$ cat config.mk
export PLATFORM = sky130hd
export DESIGN_NAME = rv_core_top
export DESIGN_NICKNAME = d
export VERILOG_FILES = /design/src/hw/rv_pkg.sv /design/src/hw/rv_core_top.sv /design/src/hw/rv_result.sv /design/src/hw/rv_execute.sv /design/src/hw/rv_regfile.sv /design/src/hw/rv_operand_fwd.sv /design/src/hw/rv_decode.sv
export SDC_FILE = /design/constraint.sdc
export NUM_CORES = 2
export LEC_CHECK = 0
export ABC_AREA = 1
export ABC_CLOCK_PERIOD_IN_PS = 3100
export BUFFER_PORTS_ARGS = -buffer_cell sky130_fd_sc_hd__buf_4
export CORE_MARGIN = 4
export CORE_UTILIZATION = 40
export CTS_CLUSTER_SIZE = 28
export DETAILED_ROUTE_END_ITERATION = 6
export SETUP_SLACK_MARGIN = 0.3
export SYNTH_ARGS = -nofsm -noshare
export SYNTH_HDL_FRONTEND = slang
export SYNTH_HIERARCHICAL = 1
export SYNTH_SLANG_ARGS = --single-unit
$ cat constraint.sdc
create_clock -name clk_i -period 3.1 [get_ports clk_i]
set_clock_uncertainty 0.2 [all_clocks]
set_input_delay 0.155 -clock clk_i [delete_from_list [all_inputs] [get_ports clk_i]]
set_output_delay 0.155 -clock clk_i [all_outputs]
set_load 0.01 [all_outputs]
$ cat src/hw/rv_pkg.sv
package rv_pkg;

    localparam int XLEN     = 32;
    localparam int REG_AW   = 5;
    localparam int NUM_REGS = 32;

    // major opcodes kept by this core
    localparam logic [6:0] OPC_LUI    = 7'b0110111;
    localparam logic [6:0] OPC_AUIPC  = 7'b0010111;
    localparam logic [6:0] OPC_OP_IMM = 7'b0010011;
    localparam logic [6:0] OPC_OP     = 7'b0110011;

    localparam logic [2:0] F3_ADD  = 3'b000;   // add, sub, addi
    localparam logic [2:0] F3_SLL  = 3'b001;
    localparam logic [2:0] F3_SLT  = 3'b010;
    localparam logic [2:0] F3_SLTU = 3'b011;
    localparam logic [2:0] F3_XOR  = 3'b100;
    localparam logic [2:0] F3_SR   = 3'b101;   // srl, sra and immediates
    localparam logic [2:0] F3_OR   = 3'b110;
    localparam logic [2:0] F3_AND  = 3'b111;

    localparam int ALT_BIT = 30;               // sub / sra select

    typedef enum logic [3:0] {
        ALU_NONE,
        ALU_ADD,
        ALU_SUB,
        ALU_SLL,
        ALU_SLT,
        ALU_SLTU,
        ALU_XOR,
        ALU_SRL,
        ALU_SRA,
        ALU_OR,
        ALU_AND,
        ALU_LUI
    } alu_op_e;

    // one instruction word in three field layouts
    typedef union packed {
        struct packed {
            logic [6:0]        funct7;
            logic [REG_AW-1:0] rs2;
            logic [REG_AW-1:0] rs1;
            logic [2:0]        funct3;
            logic [REG_AW-1:0] rd;
            logic [6:0]        opcode;
        } r;
        struct packed {
            logic [11:0]       imm12;
            logic [REG_AW-1:0] rs1;
            logic [2:0]        funct3;
            logic [REG_AW-1:0] rd;
            logic [6:0]        opcode;
        } i;
        struct packed {
            logic [19:0]       imm20;
            logic [REG_AW-1:0] rd;
            logic [6:0]        opcode;
        } u;
    } inst_fmt_u;

    typedef struct packed {
        alu_op_e           op;
        logic              use_rs1;
        logic              use_rs2;
        logic [REG_AW-1:0] rs1;
        logic [REG_AW-1:0] rs2;
        logic [REG_AW-1:0] rd;
        logic              wreg;
        logic              illegal;
        logic [XLEN-1:0]   imm;
        logic              use_pc;   // operand a is the pc (auipc)
    } dec_ctrl_t;

    typedef struct packed {
        logic              valid;
        alu_op_e           op;
        logic [XLEN-1:0]   opa;
        logic [XLEN-1:0]   opb;
        logic [REG_AW-1:0] rd;
        logic              wreg;
        logic              illegal;
    } id_ex_t;

    typedef struct packed {
        logic              valid;
        logic [REG_AW-1:0] rd;
        logic              wreg;
        logic              illegal;
        logic [XLEN-1:0]   data;
    } ex_wb_t;

    typedef struct packed {
        logic              wreg;
        logic [REG_AW-1:0] rd;
        logic [XLEN-1:0]   data;
    } fwd_src_t;

endpackage
$ cat src/hw/rv_core_top.sv
`timescale 1ns/10ps

module rv_core_top (
    input  logic                    clk_i,
    input  logic                    rst_n_i,
    input  logic                    inst_valid_i,
    input  logic [rv_pkg::XLEN-1:0] inst_i,
    input  logic [rv_pkg::XLEN-1:0] pc_i,
    output rv_pkg::ex_wb_t          retire_o
);

    rv_pkg::dec_ctrl_t          ctrl;
    rv_pkg::id_ex_t             id_ex;
    rv_pkg::ex_wb_t             ex_result;
    rv_pkg::fwd_src_t           ex_fwd;
    rv_pkg::fwd_src_t           wb_fwd;     // also the regfile write
    logic [rv_pkg::REG_AW-1:0]  rs1_addr;
    logic [rv_pkg::REG_AW-1:0]  rs2_addr;
    logic [rv_pkg::XLEN-1:0]    rs1_data;
    logic [rv_pkg::XLEN-1:0]    rs2_data;

    rv_decode u_decode (
        .inst_i     (inst_i),
        .pc_i       (pc_i),
        .ctrl_o     (ctrl)
    );

    rv_operand_fwd u_operand_fwd (
        .clk_i      (clk_i),
        .rst_n_i    (rst_n_i),
        .valid_i    (inst_valid_i),
        .ctrl_i     (ctrl),
        .pc_i       (pc_i),
        .rs1_addr_o (rs1_addr),
        .rs2_addr_o (rs2_addr),
        .rs1_data_i (rs1_data),
        .rs2_data_i (rs2_data),
        .ex_fwd_i   (ex_fwd),
        .wb_fwd_i   (wb_fwd),
        .id_ex_o    (id_ex)
    );

    rv_regfile u_regfile (
        .clk_i      (clk_i),
        .rst_n_i    (rst_n_i),
        .rs1_addr_i (rs1_addr),
        .rs2_addr_i (rs2_addr),
        .rs1_data_o (rs1_data),
        .rs2_data_o (rs2_data),
        .wr_i       (wb_fwd)
    );

    rv_execute u_execute (
        .id_ex_i    (id_ex),
        .ex_fwd_o   (ex_fwd),
        .result_o   (ex_result)
    );

    rv_result u_result (
        .clk_i      (clk_i),
        .rst_n_i    (rst_n_i),
        .result_i   (ex_result),
        .wb_fwd_o   (wb_fwd),
        .retire_o   (retire_o)
    );

endmodule

$ cat src/hw/rv_result.sv
`timescale 1ns/10ps

module rv_result (
    input  logic                clk_i,
    input  logic                rst_n_i,
    input  rv_pkg::ex_wb_t      result_i,
    output rv_pkg::fwd_src_t    wb_fwd_o,
    output rv_pkg::ex_wb_t      retire_o
);

    rv_pkg::ex_wb_t retire_q;

    always_ff @(posedge clk_i or negedge rst_n_i) begin
        if (!rst_n_i) begin
            retire_q <= '0;
        end else begin
            retire_q <= result_i;
        end
    end

    // one record feeds retire, regfile write and forwarding
    assign retire_o = retire_q;

    always_comb begin
        wb_fwd_o.wreg = retire_q.valid && retire_q.wreg;
        wb_fwd_o.rd   = retire_q.rd;
        wb_fwd_o.data = retire_q.data;
    end

    a_illegal_quiet: assert property (@(posedge clk_i) disable iff (!rst_n_i)
        retire_q.illegal && retire_q.valid |-> !wb_fwd_o.wreg);

endmodule

$ cat src/hw/rv_execute.sv
`timescale 1ns/10ps

module rv_execute (
    input  rv_pkg::id_ex_t      id_ex_i,
    output rv_pkg::fwd_src_t    ex_fwd_o,
    output rv_pkg::ex_wb_t      result_o
);

    logic [rv_pkg::XLEN-1:0] alu_res;
    logic [4:0]              shamt;
    logic                    wr_en;

    assign shamt = id_ex_i.opb[4:0];   // low 5 bits only
    assign wr_en = id_ex_i.valid && id_ex_i.wreg;

    always_comb begin
        case (id_ex_i.op)
            rv_pkg::ALU_ADD:  alu_res = id_ex_i.opa + id_ex_i.opb;
            rv_pkg::ALU_SUB:  alu_res = id_ex_i.opa - id_ex_i.opb;
            rv_pkg::ALU_SLL:  alu_res = id_ex_i.opa << shamt;
            rv_pkg::ALU_SLT: begin
                alu_res = {31'b0, $signed(id_ex_i.opa) < $signed(id_ex_i.opb)};
            end
            rv_pkg::ALU_SLTU: alu_res = {31'b0, id_ex_i.opa < id_ex_i.opb};
            rv_pkg::ALU_XOR:  alu_res = id_ex_i.opa ^ id_ex_i.opb;
            rv_pkg::ALU_SRL:  alu_res = id_ex_i.opa >> shamt;
            rv_pkg::ALU_SRA:  alu_res = $unsigned($signed(id_ex_i.opa) >>> shamt);
            rv_pkg::ALU_OR:   alu_res = id_ex_i.opa | id_ex_i.opb;
            rv_pkg::ALU_AND:  alu_res = id_ex_i.opa & id_ex_i.opb;
            rv_pkg::ALU_LUI:  alu_res = id_ex_i.opb;   // imm already shifted
            rv_pkg::ALU_NONE: alu_res = '0;            // illegal retires zero
            default:          alu_res = '0;
        endcase
    end

    // forwarding source back to the operand mux
    always_comb begin
        ex_fwd_o.wreg = wr_en;
        ex_fwd_o.rd   = id_ex_i.rd;
        ex_fwd_o.data = alu_res;
    end

    always_comb begin
        result_o.valid   = id_ex_i.valid;
        result_o.rd      = id_ex_i.rd;
        result_o.wreg    = wr_en;
        result_o.illegal = id_ex_i.illegal;
        result_o.data    = alu_res;
    end

endmodule

$ cat src/hw/rv_regfile.sv
`timescale 1ns/10ps

module rv_regfile (
    input  logic                        clk_i,
    input  logic                        rst_n_i,
    input  logic [rv_pkg::REG_AW-1:0]   rs1_addr_i,
    input  logic [rv_pkg::REG_AW-1:0]   rs2_addr_i,
    output logic [rv_pkg::XLEN-1:0]     rs1_data_o,
    output logic [rv_pkg::XLEN-1:0]     rs2_data_o,
    input  rv_pkg::fwd_src_t            wr_i
);

    logic [rv_pkg::XLEN-1:0] regs [rv_pkg::NUM_REGS];

    always_ff @(posedge clk_i or negedge rst_n_i) begin
        if (!rst_n_i) begin
            for (int i = 0; i < rv_pkg::NUM_REGS; i++) begin
                regs[i] <= '0;
            end
        end else if (wr_i.wreg && (wr_i.rd != '0)) begin   // x0 writes dropped
            regs[wr_i.rd] <= wr_i.data;
        end
    end

    assign rs1_data_o = regs[rs1_addr_i];   // async read
    assign rs2_data_o = regs[rs2_addr_i];

endmodule

$ cat src/hw/rv_operand_fwd.sv
`timescale 1ns/10ps

module rv_operand_fwd (
    input  logic                        clk_i,
    input  logic                        rst_n_i,
    input  logic                        valid_i,
    input  rv_pkg::dec_ctrl_t           ctrl_i,
    input  logic [rv_pkg::XLEN-1:0]     pc_i,
    output logic [rv_pkg::REG_AW-1:0]   rs1_addr_o,
    output logic [rv_pkg::REG_AW-1:0]   rs2_addr_o,
    input  logic [rv_pkg::XLEN-1:0]     rs1_data_i,
    input  logic [rv_pkg::XLEN-1:0]     rs2_data_i,
    input  rv_pkg::fwd_src_t            ex_fwd_i,
    input  rv_pkg::fwd_src_t            wb_fwd_i,
    output rv_pkg::id_ex_t              id_ex_o
);

    logic [rv_pkg::XLEN-1:0] opa;
    logic [rv_pkg::XLEN-1:0] opb;

    // x0, then execute, then result stage, then register file
    function automatic logic [rv_pkg::XLEN-1:0] pick_operand(
        input logic                      use_reg,
        input logic [rv_pkg::REG_AW-1:0] addr,
        input logic [rv_pkg::XLEN-1:0]   rf_data,
        input logic [rv_pkg::XLEN-1:0]   other,
        input rv_pkg::fwd_src_t          ex_fwd,
        input rv_pkg::fwd_src_t          wb_fwd
    );
        if (!use_reg) begin
            return other;
        end else if (addr == '0) begin
            return '0;
        end else if (ex_fwd.wreg && (ex_fwd.rd == addr)) begin
            return ex_fwd.data;
        end else if (wb_fwd.wreg && (wb_fwd.rd == addr)) begin
            return wb_fwd.data;
        end
        return rf_data;
    endfunction

    assign rs1_addr_o = ctrl_i.rs1;
    assign rs2_addr_o = ctrl_i.rs2;

    assign opa = pick_operand(ctrl_i.use_rs1, ctrl_i.rs1, rs1_data_i,
                              ctrl_i.use_pc ? pc_i : '0, ex_fwd_i, wb_fwd_i);
    assign opb = pick_operand(ctrl_i.use_rs2, ctrl_i.rs2, rs2_data_i,
                              ctrl_i.imm, ex_fwd_i, wb_fwd_i);

    always_ff @(posedge clk_i or negedge rst_n_i) begin
        if (!rst_n_i) begin
            id_ex_o <= '0;
        end else begin
            id_ex_o.valid   <= valid_i;
            id_ex_o.op      <= ctrl_i.op;
            id_ex_o.opa     <= opa;
            id_ex_o.opb     <= opb;
            id_ex_o.rd      <= ctrl_i.rd;
            id_ex_o.wreg    <= ctrl_i.wreg && valid_i;   // bubbles never write
            id_ex_o.illegal <= ctrl_i.illegal;
        end
    end

    a_valid_known: assert property (@(posedge clk_i) disable iff (!rst_n_i)
        !$isunknown(id_ex_o.valid));

endmodule

$ cat src/hw/rv_decode.sv
`timescale 1ns/10ps

module rv_decode (
    input  rv_pkg::inst_fmt_u         inst_i,
    input  logic [rv_pkg::XLEN-1:0]   pc_i,
    output rv_pkg::dec_ctrl_t         ctrl_o
);

    rv_pkg::alu_op_e op;
    logic            legal;
    logic            f7_alt;    // funct7 is zero apart from the alt bit
    logic            f7_zero;   // funct7 all zero
    logic            is_shift_imm;
    logic [6:0]      opcode;
    logic [2:0]      funct3;

    assign opcode  = inst_i.r.opcode;
    assign funct3  = inst_i.r.funct3;
    assign f7_alt  = ({inst_i.r.funct7[6], inst_i.r.funct7[4:0]} == 6'b0);
    assign f7_zero = f7_alt && !inst_i[rv_pkg::ALT_BIT];
    assign is_shift_imm = (funct3 == rv_pkg::F3_SLL) || (funct3 == rv_pkg::F3_SR);

    always_comb begin
        op = rv_pkg::ALU_NONE;
        case (opcode)
            rv_pkg::OPC_LUI:   op = rv_pkg::ALU_LUI;
            rv_pkg::OPC_AUIPC: op = rv_pkg::ALU_ADD;   // pc + upper imm
            rv_pkg::OPC_OP_IMM: begin
                case (funct3)
                    rv_pkg::F3_ADD:  op = rv_pkg::ALU_ADD;
                    rv_pkg::F3_SLT:  op = rv_pkg::ALU_SLT;
                    rv_pkg::F3_SLTU: op = rv_pkg::ALU_SLTU;
                    rv_pkg::F3_XOR:  op = rv_pkg::ALU_XOR;
                    rv_pkg::F3_OR:   op = rv_pkg::ALU_OR;
                    rv_pkg::F3_AND:  op = rv_pkg::ALU_AND;
                    rv_pkg::F3_SLL: begin
                        if (f7_zero) begin
                            op = rv_pkg::ALU_SLL;
                        end
                    end
                    rv_pkg::F3_SR: begin
                        if (f7_alt) begin
                            op = inst_i[rv_pkg::ALT_BIT] ? rv_pkg::ALU_SRA : rv_pkg::ALU_SRL;
                        end
                    end
                    default: op = rv_pkg::ALU_NONE;
                endcase
            end
            rv_pkg::OPC_OP: begin
                if (f7_zero) begin
                    case (funct3)
                        rv_pkg::F3_ADD:  op = rv_pkg::ALU_ADD;
                        rv_pkg::F3_SLL:  op = rv_pkg::ALU_SLL;
                        rv_pkg::F3_SLT:  op = rv_pkg::ALU_SLT;
                        rv_pkg::F3_SLTU: op = rv_pkg::ALU_SLTU;
                        rv_pkg::F3_XOR:  op = rv_pkg::ALU_XOR;
                        rv_pkg::F3_SR:   op = rv_pkg::ALU_SRL;
                        rv_pkg::F3_OR:   op = rv_pkg::ALU_OR;
                        rv_pkg::F3_AND:  op = rv_pkg::ALU_AND;
                        default:         op = rv_pkg::ALU_NONE;
                    endcase
                end else if (f7_alt) begin
                    // only add and srl have an alternate form
                    if (funct3 == rv_pkg::F3_ADD) begin
                        op = rv_pkg::ALU_SUB;
                    end else if (funct3 == rv_pkg::F3_SR) begin
                        op = rv_pkg::ALU_SRA;
                    end
                end
            end
            default: op = rv_pkg::ALU_NONE;
        endcase
    end

    assign legal = (op != rv_pkg::ALU_NONE);

    always_comb begin
        ctrl_o         = '0;
        ctrl_o.op      = op;
        ctrl_o.use_rs1 = legal && ((opcode == rv_pkg::OPC_OP_IMM) || (opcode == rv_pkg::OPC_OP));
        ctrl_o.use_rs2 = legal && (opcode == rv_pkg::OPC_OP);
        ctrl_o.rs1     = inst_i.r.rs1;
        ctrl_o.rs2     = inst_i.r.rs2;
        ctrl_o.rd      = inst_i.r.rd;
        ctrl_o.wreg    = legal;
        ctrl_o.illegal = !legal;
        ctrl_o.use_pc  = legal && (opcode == rv_pkg::OPC_AUIPC);
        if ((opcode == rv_pkg::OPC_LUI) || (opcode == rv_pkg::OPC_AUIPC)) begin
            ctrl_o.imm = {inst_i.u.imm20, 12'b0};
        end else if ((opcode == rv_pkg::OPC_OP_IMM) && is_shift_imm) begin
            ctrl_o.imm = {27'b0, inst_i.i.imm12[4:0]};   // shamt
        end else if (opcode == rv_pkg::OPC_OP_IMM) begin
            ctrl_o.imm = {{20{inst_i.i.imm12[11]}}, inst_i.i.imm12};
        end
    end

endmodule

==> impl_metrics.env <==
export IMPL_hold_path_class="in2reg"
export IMPL_drv_slew=0
export IMPL_hold_viol=0
export IMPL_initial_core_util_pct=40.2
export IMPL_syn2layout_area_growth_pct=24.3
export IMPL_critPathArrivalTime_ns=3.64
export IMPL_violations="DRC, setup timing"
export IMPL_drc=11
export IMPL_port_buffers=106
export IMPL_clk_path_buf_depth=3
export IMPL_period_needed_ns=3.15
export IMPL_cts_sinks=1140
export IMPL_grt_pass1_wl_mm=515
export IMPL_die_y_um=439
export IMPL_path_class="reg2reg"
export IMPL_htree_num_levels=4
export IMPL_gp_congestion=1.05
export IMPL_outcome="finished, violations left"
export IMPL_grt_pass1_vias=78400
export IMPL_p_per_area_nw_per_um2=389
export IMPL_numCtsBuffers=136
export IMPL_ys_seq_area_share_pct=38.3
export IMPL_end_kind="register"
export IMPL_required_ns=3.59
export IMPL_io_pins=107
export IMPL_post_drt_via_cell_ratio=5.78
export IMPL_tightestPinTransition_ns=1.12
export IMPL_grt_util_all_layers_pct=35.3
export IMPL_synth_area_um2=74400
export IMPL_seq_power_share_pct=41.6
export IMPL_cap_viol_max_count=0
export IMPL_ys_ff_latch=1140
export IMPL_synth_area_per_cell_um2=6.36
export IMPL_tritoncts="yes"
export IMPL_die_w_um=439
export IMPL_fmax_ghz=0.318
export IMPL_period_share_pct=102
export IMPL_rows=158
export IMPL_wl_per_cell_um=24.3
export IMPL_ys_warn_count=6
export IMPL_fillCellCount=18400
export IMPL_ys_types=51
export IMPL_die_area_um2=193000
export IMPL_clock_latency_ns=0.81
export IMPL_clk_pin_slew_ns=0.06
export IMPL_comb_power_share_pct=10.9
export IMPL_final_antenna_net_count=0
export IMPL_rsz0062_at_grt="true"
export IMPL_drt_first_iter_violations=11700
export IMPL_p_leak_uw=0.0439
export IMPL_netSwitchingPower_uw=9820
export IMPL_power_clock_fraction_pct=47.5
export IMPL_fin_nets=12100
export IMPL_synthCells=11700
export IMPL_vias=83900
export IMPL_hpwl_mm=228
export IMPL_slew_headroom_pct=25.1
export IMPL_antenna_found_initial=11
export IMPL_grt_max_degree=115
export IMPL_ir_worst_vdd_v=0.000459
export IMPL_whs_ns=0.100
export IMPL_startpoint_type="register"
export IMPL_fin_setup_tns_ns=-0.156
export IMPL_gr_total_overflow=0
export IMPL_final_setup_worst_slack_ns=-0.0479
export IMPL_switching_share_pct=27.3
export IMPL_root_buffer="clkbuf_16"
export IMPL_setup_viol=7
export IMPL_p_int_uw=26100
export IMPL_routed_wl_mm=353
export IMPL_critPathMaxFanout=3
export IMPL_drive_gt1_share_pct=18.0
export IMPL_coreArea_um2=185000
export IMPL_first_pass_iters=7
export IMPL_synth_fp_nets=11900
[cell families after synthesis]
logic type | share of synthesized area [%]
AOI/OAI and AO/OA | 8.48
xor gates and xnor gates | 0.0118
adders and majority gates | 1.87
buffers and inverters | 8.67
DFF | 38.3
muxes | 0.0403
and+or+nand+nor | 42.6
[critical path, stage by stage (launching register included)]
cell	delay, ns
dfrtp_1	0.39
buf_6	0.12
ha_4	0.14
inv_4	0.03
fa_2	0.45
buf_6	0.15
o21ai_4	0.19
buf_6	0.14
o21ai_2	0.04
nand2_1	0.07
nand2_2	0.07
nor2_2	0.13
buf_6	0.12
nand4_1	0.16
nand2_1	0.12
inv_2	0.05
buf_6	0.11
nor2_2	0.06
nor2_1	0.05
nor2_1	0.15
nor2_2	0.09
[sequential cells by signal, summed over array words and instances (netlist names)]
register	cells
u_operand_fwd/id_ex_o	76
u_regfile/regs	1024
u_result/retire_o	40
[final timing paths]
kind                                      startpoint                         to  slack [ns]  cells after the start
min in group asynchronous                    rst_n_i  u_operand_fwd/id_ex_o[72]        0.52                      4
min                                         pc_i[25]  u_operand_fwd/id_ex_o[64]        0.10                      6
max in group asynchronous                    rst_n_i        u_regfile/regs[256]        1.25                      5
max reg2reg                u_operand_fwd/id_ex_o[39]  u_operand_fwd/id_ex_o[43]       -0.05                     20
max                        u_operand_fwd/id_ex_o[39]  u_operand_fwd/id_ex_o[43]       -0.05                     20
min reg2reg                 u_operand_fwd/id_ex_o[0]      u_result/retire_o[32]        0.15                      0
[cells in the mapped netlist (all sizes together)]
cell | n | area (um^2)
nand2 | 4813 | 18100
nand4 | 34 | 213
ha | 108 | 1350
nor2 | 673 | 2640
xor2 | 1 | 8.76
inv | 556 | 2090
and2 | 11 | 68.8
o21ai | 913 | 4570
a21boi | 1 | 7.51
o211ai | 19 | 143
dfrtp | 1140 | 28500
a31oi | 2 | 12.5
a22oi | 2 | 15.0
nand3b | 1 | 7.51
o21a | 1 | 7.51
a21o | 1 | 7.51
a22o | 1 | 8.76
and3 | 1 | 6.26
nand3 | 2064 | 10400
clkinv | 4 | 15.0
buf | 272 | 1600
mux2i | 3 | 30.0
a211oi | 1 | 7.51
clkbuf | 731 | 2750
nor3b | 3 | 22.5
nor3 | 45 | 230
o2111ai | 2 | 17.5
nor4 | 4 | 40.0
fa | 2 | 40.0
o22ai | 35 | 219
a21oi | 241 | 1210
a221oi | 2 | 17.5
or2 | 2 | 12.5
o21bai | 9 | 67.6
[final cells by class]
class	count	area, um^2	area share, %
multi-input cells	8995	43300	46.8
flip-flops and latches	1140	28500	30.8
repair buffers	1082	10700	11.5
clock buffers	198	4000	4.32
well taps	2480	3100	3.35
inverters	560	2190	2.37
clock inverters	50	724	0.783
diodes	6	15.0	0.0162
[power groups by stage]
| stage | clock network [uW] | logic (uW) | registers [uW] |
|---|---|---|---|
| detailed placement | 0 | 3590 | 15200 |
| CTS | 17300 | 3740 | 15000 |
| global route | 17900 | 4160 | 15000 |
| global placement | 0 | 3580 | 15200 |
| finish | 17100 | 3930 | 15000 |
| floorplan | 0 | 1790 | 15200 |
[cells in the final DEF (no fill, tap or decap), types with 73 or more instances in the layout]
master | netlist | final
o21ai_0 | 897 | 864
buf_4 | 118 | 763
dfrtp_1 | 1140 | 1133
buf_12 | 0 | 140
nand3_1 | 2055 | 1858
nor2_2 | 14 | 82
nand2_1 | 4800 | 4553
dlygate4sd3_1 | 0 | 73
buf_6 | 4 | 81
nand3_2 | 9 | 160
clkbuf_16 | 0 | 142
nand2_2 | 12 | 198
a21oi_1 | 241 | 199
nor2_1 | 650 | 531
inv_2 | 49 | 147
inv_1 | 506 | 390
[repair_timing]
action | 4_1_cts | 5_1_grt
setup buffers | 26 | 35
gates cloned | 3 | 4
resized for setup | 472 | 657
endpoints found under the setup margin | 89 | 73
hold buffers | 74 | 0
pin swaps | 101 | 264
hold endpoints to repair | 1162 | 0
[per-layer routing]
layer  GRT usage [%]  up-vias  share of wire (%)
li1                -    37900                  -
met1            44.4    39800                 38
met2            55.0     5030                 44
met3            8.03     1179                 10
met4            21.8       12                7.3
met5               0        -              0.020
[through the flow]
| step | area (um^2) | instances | util, % | power (uW) | setup slack (ns) |
|---|---|---|---|---|---|
| after floorplan | 74500 | 11700 | - | 17000 | 0.303 |
| after global placement | 82300 | 14100 | 44.4 | 18800 | -0.479 |
| after detailed placement | 82300 | 14100 | 44.4 | 18800 | -0.442 |
| after CTS | 89900 | 14500 | 48.5 | 36000 | 0.101 |
| after global routing | 92500 | 14500 | 50.0 | 37000 | -0.122 |
| final | 92600 | 14500 | 50.0 | 36000 | -0.0479 |
Note: power is estimated with default switching activity, not from simulation.
